File: src/audio_dsp_pkg.sv
package audio_dsp_pkg;

	//////////////////////////////////////////////////////////////////////
	// widths

	// one audio sample, two's complement
	localparam int unsigned sample_width = 16;
	// filter word, 2.16 signed
	localparam int unsigned coeff_width = 18;
	// fraction bits of a filter word
	localparam int unsigned coeff_frac = 16;
	// bus address and data
	localparam int unsigned bus_width = 32;
	// fifo space counts in the status word
	localparam int unsigned space_width = 8;

	//////////////////////////////////////////////////////////////////////
	// codec register map

	localparam logic [bus_width-1:0] fifo_status_addr = 32'h0000_3044;
	localparam logic [bus_width-1:0] left_data_addr = 32'h0000_3048;
	localparam logic [bus_width-1:0] right_data_addr = 32'h0000_304c;

	// write only with more free words than this
	localparam logic [space_width-1:0] write_space_min = 8'd2;

	// 48 kHz down to 8 kHz
	localparam int unsigned decimation_ratio = 6;
	localparam int unsigned dec_count_width = $clog2(decimation_ratio);

	//////////////////////////////////////////////////////////////////////
	// coefficient sets, order b1 b2 b3 a2 a3

	// 300 Hz band-pass at 48 kHz
	localparam logic signed [coeff_width-1:0] bp300_48k_b1 = 18'sd426;
	localparam logic signed [coeff_width-1:0] bp300_48k_b2 = 18'sd0;
	localparam logic signed [coeff_width-1:0] bp300_48k_b3 = -18'sd426;
	localparam logic signed [coeff_width-1:0] bp300_48k_a2 = 18'sd130122;
	localparam logic signed [coeff_width-1:0] bp300_48k_a3 = -18'sd64683;

	// first decimation low-pass, about 4 kHz
	localparam logic signed [coeff_width-1:0] dec_lp1_b1 = 18'sd885;
	localparam logic signed [coeff_width-1:0] dec_lp1_b2 = 18'sd1771;
	localparam logic signed [coeff_width-1:0] dec_lp1_b3 = 18'sd885;
	localparam logic signed [coeff_width-1:0] dec_lp1_a2 = 18'sd112357;
	localparam logic signed [coeff_width-1:0] dec_lp1_a3 = -18'sd56805;

	// second decimation low-pass, about 2 kHz
	localparam logic signed [coeff_width-1:0] dec_lp2_b1 = 18'sd943;
	localparam logic signed [coeff_width-1:0] dec_lp2_b2 = 18'sd1887;
	localparam logic signed [coeff_width-1:0] dec_lp2_b3 = 18'sd943;
	localparam logic signed [coeff_width-1:0] dec_lp2_a2 = 18'sd107019;
	localparam logic signed [coeff_width-1:0] dec_lp2_a3 = -18'sd45259;

	// 300 Hz band-pass at the 8 kHz rate
	localparam logic signed [coeff_width-1:0] bp300_8k_b1 = 18'sd2477;
	localparam logic signed [coeff_width-1:0] bp300_8k_b2 = 18'sd0;
	localparam logic signed [coeff_width-1:0] bp300_8k_b3 = -18'sd2477;
	localparam logic signed [coeff_width-1:0] bp300_8k_a2 = 18'sd122726;
	localparam logic signed [coeff_width-1:0] bp300_8k_a3 = -18'sd60580;

	//////////////////////////////////////////////////////////////////////
	// state encodings

	typedef enum logic [3:0] {
		status_rd, wr_left, wr_right, rd_left, rd_right, strobe, settle
	} bus_state_t;

	typedef enum logic [2:0] {
		idle, b1_step, b2_step, b3_step, a2_step, a3_step, update
	} biquad_step_t;

endpackage

File: src/biquad_filter.sv
`timescale 1ns/1ps

module biquad_filter
	import audio_dsp_pkg::*;
#(
	parameter logic signed [coeff_width-1:0] b1 = 18'sd0,
	parameter logic signed [coeff_width-1:0] b2 = 18'sd0,
	parameter logic signed [coeff_width-1:0] b3 = 18'sd0,
	parameter logic signed [coeff_width-1:0] a2 = 18'sd0,
	parameter logic signed [coeff_width-1:0] a3 = 18'sd0
) (
	input  logic                           CLOCK_50,
	input  logic                           reset,
	input  logic                           sample_ready,
	input  logic signed [sample_width-1:0] audio_in,
	output logic signed [sample_width-1:0] audio_out
);

	// y(n) = b1 x(n) + b2 x(n-1) + b3 x(n-2) + a2 y(n-1) + a3 y(n-2)
	// a2 and a3 already carry the sign flip
	biquad_step_t step;

	// input sign extended to a filter word
	logic signed [coeff_width-1:0] x_ext;
	logic signed [coeff_width-1:0] x_n, x_n1, x_n2;
	logic signed [coeff_width-1:0] y_n1, y_n2;

	// one multiplier and one accumulator
	logic signed [coeff_width-1:0] coeff, value;
	logic signed [coeff_width-1:0] mac_old, mac_new;
	logic signed [2*coeff_width-1:0] product;

	assign x_ext = {{(coeff_width-sample_width){audio_in[sample_width-1]}}, audio_in};

	//////////////////////////////////////////////////////////////////////
	// 2.16 multiply and accumulate

	assign product = coeff * value;
	// keep the sign and drop the two integer guard bits and the low fraction
	assign mac_new = mac_old + {product[2*coeff_width-1],
		product[coeff_frac+coeff_width-2:coeff_frac]};

	//////////////////////////////////////////////////////////////////////
	// step sequencer with one coefficient per cycle

	always_ff @(posedge CLOCK_50) begin
		if (reset) begin
			step <= idle;
			x_n <= '0;
			x_n1 <= '0;
			x_n2 <= '0;
			y_n1 <= '0;
			y_n2 <= '0;
			// idle accumulator reads as zero
			mac_old <= '0;
			coeff <= '0;
			value <= '0;
		end else begin
			case (step)
				idle: begin
					if (sample_ready) begin
						step <= b1_step;
					end
				end
				b1_step: begin
					// fresh sum starts with b1 * x(n)
					mac_old <= '0;
					coeff <= b1;
					value <= x_ext;
					x_n <= x_ext;
					step <= b2_step;
				end
				b2_step: begin
					mac_old <= mac_new;
					coeff <= b2;
					value <= x_n1;
					step <= b3_step;
				end
				b3_step: begin
					mac_old <= mac_new;
					coeff <= b3;
					value <= x_n2;
					step <= a2_step;
				end
				a2_step: begin
					mac_old <= mac_new;
					coeff <= a2;
					value <= y_n1;
					step <= a3_step;
				end
				a3_step: begin
					mac_old <= mac_new;
					coeff <= a3;
					value <= y_n2;
					step <= update;
				end
				update: begin
					// mac_new now holds the full sum and stays there until the next strobe
					y_n1 <= mac_new;
					y_n2 <= y_n1;
					x_n1 <= x_n;
					x_n2 <= x_n1;
					step <= idle;
				end
				default: begin
					step <= idle;
				end
			endcase
		end
	end

	// result of the previous sample goes out on the strobe
	always_ff @(posedge CLOCK_50) begin
		if (reset) begin
			audio_out <= '0;
		end else if (step == idle && sample_ready) begin
			audio_out <= mac_new[sample_width-1:0];
		end
	end

endmodule

File: src/decimation_chain.sv
`timescale 1ns/1ps

module decimation_chain
	import audio_dsp_pkg::*;
(
	input  logic                           CLOCK_50,
	input  logic                           reset,
	input  logic                           sample_ready,
	input  logic signed [sample_width-1:0] audio_in,
	output logic signed [sample_width-1:0] audio_out
);

	// low-pass outputs at 48 kHz
	logic signed [sample_width-1:0] stage1_out, stage2_out;
	// band-pass input, gain of two
	logic signed [sample_width-1:0] stage3_in;

	// 8 kHz strobe
	logic dec_ready;
	logic [dec_count_width-1:0] sample_count;

	//////////////////////////////////////////////////////////////////////
	// 6:1 sample counter

	assign dec_ready = sample_ready && (sample_count == dec_count_width'(decimation_ratio - 1));

	always_ff @(posedge CLOCK_50) begin
		if (reset) begin
			sample_count <= '0;
		end else if (dec_ready) begin
			sample_count <= '0;
		end else if (sample_ready) begin
			sample_count <= sample_count + 1'b1;
		end
	end

	// decimator loses about one bit of level
	assign stage3_in = {stage2_out[sample_width-2:0], 1'b0};

	//////////////////////////////////////////////////////////////////////
	// filter stages

	biquad_filter #(
		.b1(dec_lp1_b1), .b2(dec_lp1_b2), .b3(dec_lp1_b3), .a2(dec_lp1_a2), .a3(dec_lp1_a3)
	) lp1_i (
		.CLOCK_50(CLOCK_50), .reset(reset), .sample_ready(sample_ready),
		.audio_in(audio_in), .audio_out(stage1_out)
	);

	biquad_filter #(
		.b1(dec_lp2_b1), .b2(dec_lp2_b2), .b3(dec_lp2_b3), .a2(dec_lp2_a2), .a3(dec_lp2_a3)
	) lp2_i (
		.CLOCK_50(CLOCK_50), .reset(reset), .sample_ready(sample_ready),
		.audio_in(stage1_out), .audio_out(stage2_out)
	);

	// only every sixth sample reaches the band-pass
	biquad_filter #(
		.b1(bp300_8k_b1), .b2(bp300_8k_b2), .b3(bp300_8k_b3), .a2(bp300_8k_a2), .a3(bp300_8k_a3)
	) bp_i (
		.CLOCK_50(CLOCK_50), .reset(reset), .sample_ready(dec_ready),
		.audio_in(stage3_in), .audio_out(audio_out)
	);

endmodule

File: src/audio_bus_master.sv
`timescale 1ns/1ps

module audio_bus_master
	import audio_dsp_pkg::*;
(
	input  logic                           CLOCK_50,
	input  logic                           reset,
	input  logic                           left_filter_en,
	input  logic                           right_filter_en,
	input  logic signed [sample_width-1:0] left_filtered,
	input  logic signed [sample_width-1:0] right_filtered,
	input  logic                           bus_ack,
	input  logic [bus_width-1:0]           bus_read_data,
	output logic [bus_width-1:0]           bus_addr,
	output logic [bus_width-1:0]           bus_write_data,
	output logic                           bus_read,
	output logic                           bus_write,
	output logic                           sample_ready,
	output logic signed [sample_width-1:0] left_in,
	output logic signed [sample_width-1:0] right_in
);

	bus_state_t state;

	// output pair waiting for fifo space
	logic pending;
	logic signed [sample_width-1:0] left_out, right_out;

	// status word fields, write space high byte, read count low byte
	logic [space_width-1:0] write_space;
	logic [space_width-1:0] fifo_count;
	// read count kept for after the writes
	logic [space_width-1:0] read_count;

	assign write_space = bus_read_data[bus_width-1 -: space_width];
	assign fifo_count = bus_read_data[space_width-1:0];

	// one cycle, the cycle after the right read ack
	assign sample_ready = (state == strobe);

	//////////////////////////////////////////////////////////////////////
	// bus sequencer
	// request rises one cycle into a state, drops on the edge after ack

	always_ff @(posedge CLOCK_50) begin
		if (reset) begin
			state <= status_rd;
			bus_read <= 1'b0;
			bus_write <= 1'b0;
			pending <= 1'b0;
		end else begin
			case (state)
				status_rd: begin
					if (!bus_read) begin
						bus_read <= 1'b1;
					end else if (bus_ack) begin
						bus_read <= 1'b0;
						// writes first, then reads
						if (pending && write_space > write_space_min) begin
							state <= wr_left;
						end else if (fifo_count != '0) begin
							state <= rd_left;
						end else begin
							state <= status_rd;
						end
					end
				end
				wr_left: begin
					if (!bus_write) begin
						bus_write <= 1'b1;
					end else if (bus_ack) begin
						bus_write <= 1'b0;
						state <= wr_right;
					end
				end
				wr_right: begin
					if (!bus_write) begin
						bus_write <= 1'b1;
					end else if (bus_ack) begin
						bus_write <= 1'b0;
						pending <= 1'b0;
						state <= (read_count != '0) ? rd_left : status_rd;
					end
				end
				rd_left: begin
					if (!bus_read) begin
						bus_read <= 1'b1;
					end else if (bus_ack) begin
						bus_read <= 1'b0;
						state <= rd_right;
					end
				end
				rd_right: begin
					if (!bus_read) begin
						bus_read <= 1'b1;
					end else if (bus_ack) begin
						bus_read <= 1'b0;
						state <= strobe;
					end
				end
				strobe: begin
					pending <= 1'b1;
					state <= settle;
				end
				settle: begin
					// filters start their sums here
					state <= status_rd;
				end
				default: begin
					state <= status_rd;
				end
			endcase
		end
	end

	//////////////////////////////////////////////////////////////////////
	// address, data and sample registers

	always_ff @(posedge CLOCK_50) begin
		case (state)
			status_rd: begin
				bus_addr <= fifo_status_addr;
				if (bus_read && bus_ack) begin
					read_count <= fifo_count;
				end
			end
			wr_left: begin
				bus_addr <= left_data_addr;
				// sample in the low half, upper half zero
				bus_write_data <= {{(bus_width-sample_width){1'b0}}, left_out};
			end
			wr_right: begin
				bus_addr <= right_data_addr;
				bus_write_data <= {{(bus_width-sample_width){1'b0}}, right_out};
			end
			rd_left: begin
				bus_addr <= left_data_addr;
				if (bus_read && bus_ack) begin
					left_in <= bus_read_data[sample_width-1:0];
				end
			end
			rd_right: begin
				bus_addr <= right_data_addr;
				if (bus_read && bus_ack) begin
					right_in <= bus_read_data[sample_width-1:0];
				end
			end
			strobe: begin
				// filter output or loopback, per channel
				left_out <= left_filter_en ? left_filtered : left_in;
				right_out <= right_filter_en ? right_filtered : right_in;
			end
			default: begin
			end
		endcase
	end

endmodule

File: src/audio_dsp.sv
`timescale 1ns/1ps

module audio_dsp
	import audio_dsp_pkg::*;
(
	input  logic                 CLOCK_50,
	input  logic                 reset,
	input  logic                 left_filter_en,
	input  logic                 right_filter_en,
	input  logic                 bus_ack,
	input  logic [bus_width-1:0] bus_read_data,
	output logic [bus_width-1:0] bus_addr,
	output logic [bus_width-1:0] bus_write_data,
	output logic                 bus_read,
	output logic                 bus_write
);

	// 48 kHz sample strobe from the bus side
	logic sample_ready;
	logic signed [sample_width-1:0] left_in, right_in;
	logic signed [sample_width-1:0] left_filtered, right_filtered;

	audio_bus_master master_i (
		.CLOCK_50(CLOCK_50), .reset(reset),
		.left_filter_en(left_filter_en), .right_filter_en(right_filter_en),
		.left_filtered(left_filtered), .right_filtered(right_filtered),
		.bus_ack(bus_ack), .bus_read_data(bus_read_data),
		.bus_addr(bus_addr), .bus_write_data(bus_write_data),
		.bus_read(bus_read), .bus_write(bus_write),
		.sample_ready(sample_ready), .left_in(left_in), .right_in(right_in)
	);

	// right channel, band-pass at full rate
	biquad_filter #(
		.b1(bp300_48k_b1), .b2(bp300_48k_b2), .b3(bp300_48k_b3),
		.a2(bp300_48k_a2), .a3(bp300_48k_a3)
	) right_filter_i (
		.CLOCK_50(CLOCK_50), .reset(reset), .sample_ready(sample_ready),
		.audio_in(right_in), .audio_out(right_filtered)
	);

	// left channel, decimated band-pass
	decimation_chain left_chain_i (
		.CLOCK_50(CLOCK_50), .reset(reset), .sample_ready(sample_ready),
		.audio_in(left_in), .audio_out(left_filtered)
	);

endmodule

File: config.mk
export PLATFORM = sky130hd
export DESIGN_NAME = audio_dsp
export DESIGN_NICKNAME = d
export VERILOG_FILES = /design/src/audio_dsp_pkg.sv /design/src/biquad_filter.sv /design/src/decimation_chain.sv /design/src/audio_bus_master.sv /design/src/audio_dsp.sv
export SDC_FILE = /design/constraint.sdc
export NUM_CORES = 2
export LEC_CHECK = 0
export BUFFER_PORTS_ARGS = -buffer_cell sky130_fd_sc_hd__buf_2
export CAP_MARGIN = 20
export CORE_MARGIN = 2
export CORE_UTILIZATION = 27
export DETAILED_ROUTE_END_ITERATION = 8
export SETUP_SLACK_MARGIN = 0.2
export SYNTH_ARGS = -nofsm -noshare
export SYNTH_HDL_FRONTEND = slang
export SYNTH_HIERARCHICAL = 1
export SYNTH_SLANG_ARGS = --single-unit
File: constraint.sdc
create_clock -name CLOCK_50 -period 19.9 [get_ports CLOCK_50]
set_clock_uncertainty 0.05 [all_clocks]
set_input_delay 2.985 -clock CLOCK_50 [delete_from_list [all_inputs] [get_ports CLOCK_50]]
set_output_delay 2.985 -clock CLOCK_50 [all_outputs]
set_load 0.02 [all_outputs]
# --- After elaboration in Yosys (flattened, before gate mapping) ---
# Index checks and enable logic that the tools add are counted.
word_totals:
  reg_bits: 770
  input_bits: 37
  output_inout_bits: 66
op_classes:
  n_lt_le_gt_ge: 1
  n_reduce_logical: 43
  n_eq_ne: 44
  n_addsub: 5
  n_mux: 42
  n_mul: 4
op_table:
  columns: ["op", "count"]
  rows:
  - ["18-bit one-hot mux with 5 select lines", 6]
  - ["18-bit by 18-bit multiplier with 36-bit output", 4]
  - ["18-bit one-hot mux with 2 select lines", 4]
  - ["18-bit one-hot mux with 4 select lines", 2]
  - ["32-bit one-hot mux with 3 select lines", 1]
  - ["18-bit adder", 4]
  - ["3-bit one-hot mux with 6 select lines", 4]
  - ["32-bit one-hot mux with 2 select lines", 1]
  - ["4-bit 2-to-1 mux", 11]
  - ["3-bit equality test, second input constant", 13]
  - ["16-bit 2-to-1 mux", 2]
  - ["3-bit by 2-bit equality test with 1-bit output, second input constant", 8]
  - ["4-bit one-hot mux with 6 select lines", 1]
  - ["5-bit nonzero test", 4]
  - ["8-bit nonzero test", 2]
  - ["4-bit OR reduction", 4]
  - ["2-bit by 1-bit != test with 1-bit output, second input constant", 7]
  - ["2-bit != test, second input constant", 7]
  - ["3-bit by 1-bit equality test with 1-bit output, second input constant", 4]
  - ["3-bit zero test", 4]
  - ["2-bit nonzero test", 6]
  - ["2-bit OR reduction", 6]
  - ["10-bit AND reduction", 1]
  - ["4-bit by 2-bit equality test with 1-bit output, second input constant", 2]
  - ["15 further kinds", 31]

# --- Depth between registers and ports, before layout ---
depth:
  word_depth: 6
  ltp_mapped: 39
  depth_no_buf: 37

# --- By module ---
# The synthesis kept the hierarchy.
by_module_without_submodules:
  columns: ["module", "n_inst", "cells_per_inst", "seq_area_each_um2", "area_each_um2"]
  rows:
  - ["biquad_filter (left_chain_i.lp2_i)", 1, 2008, 2982.9, 17600.6]
  - ["biquad_filter (left_chain_i.lp1_i)", 1, 1976, 2982.9, 17297.8]
  - ["biquad_filter (left_chain_i.bp_i)", 1, 1928, 2962.8, 17200.2]
  - ["biquad_filter (right_filter_i)", 1, 1916, 2942.8, 17067.6]
  - ["audio_bus_master", 1, 250, 2822.7, 4082.7]
  - ["decimation_chain", 1, 19, 60.1, 162.7]

# --- Worst setup path before layout ---
# No wires, ideal clock.
synth_path:
  path_type: "register to register"
  startpoint: "register left_chain_i.lp2_i.coeff[14]"
  endpoint: "register left_chain_i.lp2_i.y_n1[17]"
  n_path_buf: 2
  path_stages_with_launch: 31
  slack_ns: 11.880
  period_less_slack_ns: 8.020
  setup_time_ns: 0.116
  arrival_ns: 7.854
  cell_sequence: "dfxtp_1 clkbuf_1 clkbuf_1 nand2_1 inv_1 fa_1 inv_1 fa_1 fa_1 inv_1 fa_1 fa_1 inv_1 fa_1 inv_1 ha_1 or4_1 o32ai_1 a31oi_1 a31o_2 xor2_1 ha_1 a21o_1 a21oi_1 o31ai_1 a221o_1 a211o_1 a2111oi_1 nor4_1 mux2_2 a31o_1"
synth_via:
  elab_chain_cells: 2
synth_rtl:
  columns: ["element", "line_no", "rtl"]
  rows:
  - ["from (decl)", "biquad_filter.sv:29", "logic signed [coeff_width-1:0] coeff, value;"]
  - ["from (signal assigned)", "biquad_filter.sv:56", "coeff <= '0;"]
  - ["from (signal assigned)", "biquad_filter.sv:68", "coeff <= b1;"]
  - ["from (signal assigned)", "biquad_filter.sv:75", "coeff <= b2;"]
  - ["18-bit by 18-bit multiplier with 36-bit output", "biquad_filter.sv:38", "assign product = coeff * value;"]
  - ["18-bit adder", "biquad_filter.sv:40", "assign mac_new = mac_old + {product[2*coeff_width-1],"]
  - ["to (signal assigned)", "biquad_filter.sv:99", "y_n1 <= mac_new;"]
  - ["to (decl)", "biquad_filter.sv:26", "logic signed [coeff_width-1:0] y_n1, y_n2;"]
# No other way between the ends.
# A chain may end at the register's enable or synchronous reset.

# --- Final worst setup path ---
# Ends and elaborated chain as after synthesis.

==> summary.txt <==
Timing
  – Crit path time final: 9.43 ns
  – Setup-failing EPs final: 0
  – RSZ-0062 raised after global routing: false
  – Slew HR: 26.5%
  – Period utilization: 47.4%
  – Max Clk Rate: 106 MHz
  – Worst hold slack: 0.399 ns
  – Worst Tran Pin Value: 1.10 ns
  – TNS Setup: 0 ns
  – Max-slew violations: 0
  – Final Hold Viols: 0

Clock tree
  – Clk_lat worst skew: 0.68 ns
  – Post-CTS Resized: 0
  – Sink Count: 691
  – Hold buffers post-CTS: 0
  – Root Driver: clkbuf_16
  – H-tree levels: 3
  – CTS Buf Count: 77
  – Worst-path clk slew: 0.06 ns
  – Longest Clk Path Bufs: 3
  – CTS tree: built
  – Post-CTS Setup Bufs: 0

Global routing
  – Grt ovf: 0
  – First-pass GRT wire length: 287000 um
  – Global Route Usage Sum: 12.8%
  – Vias in the first global route: 52300
  – Largest net degree at the start of global routing: 111
  – Antenna violations before repair: 5

Drt
  – Post-DRT Antenna Nets: 0
  – Pre-antenna DRT Iters: 8
  – Post-Route WL: 175000 um
  – DRT iter0 DRCs: 3023
  – Routed vias: 50700
  – Drt wl/cell: 15.2 um
  – Via-to-Cell Ratio: 4.40
  – # DRC: 0

Critical path
  – Worst-path maximum fanout: 20
  – Crit-path max cell delay: 0.79 ns
  – Capture point of the critical path: left_chain_i/lp2_i/y_n1[17]$_SDFFE_PP0N_
  – Crit Reg-Reg Startpoint: left_chain_i/lp2_i/coeff[14]$_SDFFE_PP0P_
  – Most used cell, CP: fa_1
  – WP data required: 20.41 ns
  – CP Capture Type: flop
  – Crit start category: flop
  – Critical path type: reg2reg
  – Crit path max-delay cell type: dfxtp_1
  – Reg2Reg Capture Point: left_chain_i/lp2_i/y_n1[17]$_SDFFE_PP0N_
  – Reg-to-reg setup timing slack: 10.47 ns
  – Crit path from: left_chain_i/lp2_i/coeff[14]$_SDFFE_PP0P_
  – WP data arrival: 9.94 ns
  – R2R depth: 28

Min path
  – Critical hold path startpoint: left_chain_i/bp_i/x_n[12]$_SDFFE_PP0P_
  – Hold crit path type: reg2reg

Placement
  – Routability cong.: 0.872
  – PortBufs: 48
  – Dpl hpwl: 140000 um

Yosys
  – Syn Inst Count: 8093
  – Post-synthesis cell area: 73400 um2
  – Syn. warnings: 6
  – Syn avg cell area: 9.07 um2

Floorplanning
  – Row count: 191
  – Die Width: 525 um
  – Starting Density: 27.1%
  – # IOs: 103
  – Die Height: 525 um
  – Core area: 271000 um2
  – Die area: 276000 um2

Power and ir drop
  – P per Cell Area: 38.5 nW/um2
  – Maximum VDD drop: 72.8 uV
  – LEAKAGE: 36.4 nW

Outcome
  – Outcome: completed

Job
  – Max-cap violations: 0

Cells and area
  – Layout net count: 9651
  – Area grow syn2layout: 8.39%
  – Antenna cells: 0
  – Fillers: 28700
  – Share of layout cells above drive strength 1: 4.54%
## layout by cell type (no fill, tap or decap), types with 74 or more instances in the layout
cell type     n
and2_1      358
nand2_1    1195
inv_1      1676
ha_1        484
nand2b_1     74
dfxtp_1     597
edfxtp_1     90
mux2i_1      85
nand3_1     104
o21ai_0     114
xnor2_1     112
a21oi_1     574
fa_1       1235
clkbuf_16    79
nor2_1      235
## metal layers
layer | track usage [%] | vias to the layer above | wire, um
li1 | - | 24500 | -
met1 | 17.7 | 25200 | 80700
met2 | 21.7 | 855 | 84600
met3 | 1.27 | 143 | 6620
met4 | 2.36 | 2 | 2730
met5 | 0 | - | 16
## state kept, by name (all words and copies together), names as in the netlist, 18 cells and up
signal and cells:
left_chain_i/lp1_i/y_n2 18, left_chain_i/bp_i/value 18, left_chain_i/bp_i/mac_old 18, left_chain_i/bp_i/y_n2 18, left_chain_i/bp_i/y_n1 18, right_filter_i/value 18, left_chain_i/lp2_i/y_n1 18, left_chain_i/lp1_i/y_n1 18
left_chain_i/lp1_i/mac_old 18, right_filter_i/mac_old 18, left_chain_i/lp2_i/value 18, left_chain_i/lp2_i/y_n2 18, right_filter_i/y_n2 18, left_chain_i/lp2_i/mac_old 18, left_chain_i/lp1_i/value 18, right_filter_i/y_n1 18
## area by class of cell
cell class	instances	area [um2]	area share (%)
multi-input cells	5336	50700	63.8
flip-flops and latches	691	14700	18.5
inverters	1683	6320	7.94
well taps	3570	4470	5.62
clock buffers	112	2220	2.79
repair buffers	102	698	0.878
clock inverters	30	355	0.447
## worst max-delay path, delay by kind of cell, from the launching register on
family                     cells  cell delay [ns]
AOI/OAI and AO/OA             10             3.32
xor gates and xnor gates       1             0.14
adders and majority gates      8             3.39
buffers and inverters          5             0.49
DFF                            1             0.79
muxes                          1             0.29
and+or+nand+nor                3             0.85
## per-stage QoR
step / std cells / cell area, um2 / utilization [%] / power [W] / worst slack, ns
2_1_floorplan: 8137 / 73500 / - / 0.00159 / 11.88
3_3_place_gp: 11400 / 76900 / 28.4 / 0.00165 / 10.50
3_5_place_dp: 11400 / 76900 / 28.4 / 0.00165 / 10.49
4_1_cts: 11500 / 79500 / 29.4 / 0.00311 / 10.45
5_1_grt: 11500 / 79500 / 29.4 / 0.00317 / 9.94
6_report: 11500 / 79500 / 29.4 / 0.00306 / 10.47
## power by group
group / internal, W / switching, W / leakage [nW]
Sequential: 0.00144 / 0.0000164 / 5.66
Combinational: 0.0000429 / 0.000116 / 29.4
Clock: 0.000827 / 0.000617 / 1.26
Total: 0.00231 / 0.000749 / 36.4
## worst min path at each step
| stage | slack, ns | depth (start not counted) | to |
|---|---|---|---|
| 2_1_floorplan | 0.38 | 2 | left_chain_i/bp_i/x_n1[0]$_SDFFE_PP0N_ |
| 5_1_grt | 0.41 | 2 | left_chain_i/lp1_i/x_n1[11]$_SDFFE_PP0N_ |
| 3_3_place_gp | 0.39 | 2 | left_chain_i/lp2_i/x_n1[13]$_SDFFE_PP0N_ |
| 6_report | 0.40 | 2 | left_chain_i/bp_i/x_n1[12]$_SDFFE_PP0N_ |
| 4_1_cts | 0.40 | 2 | left_chain_i/bp_i/x_n1[12]$_SDFFE_PP0N_ |
| 3_5_place_dp | 0.39 | 2 | left_chain_i/lp1_i/x_n1[13]$_SDFFE_PP0N_ |
No activity file was read; power rests on OpenSTA's default activity.
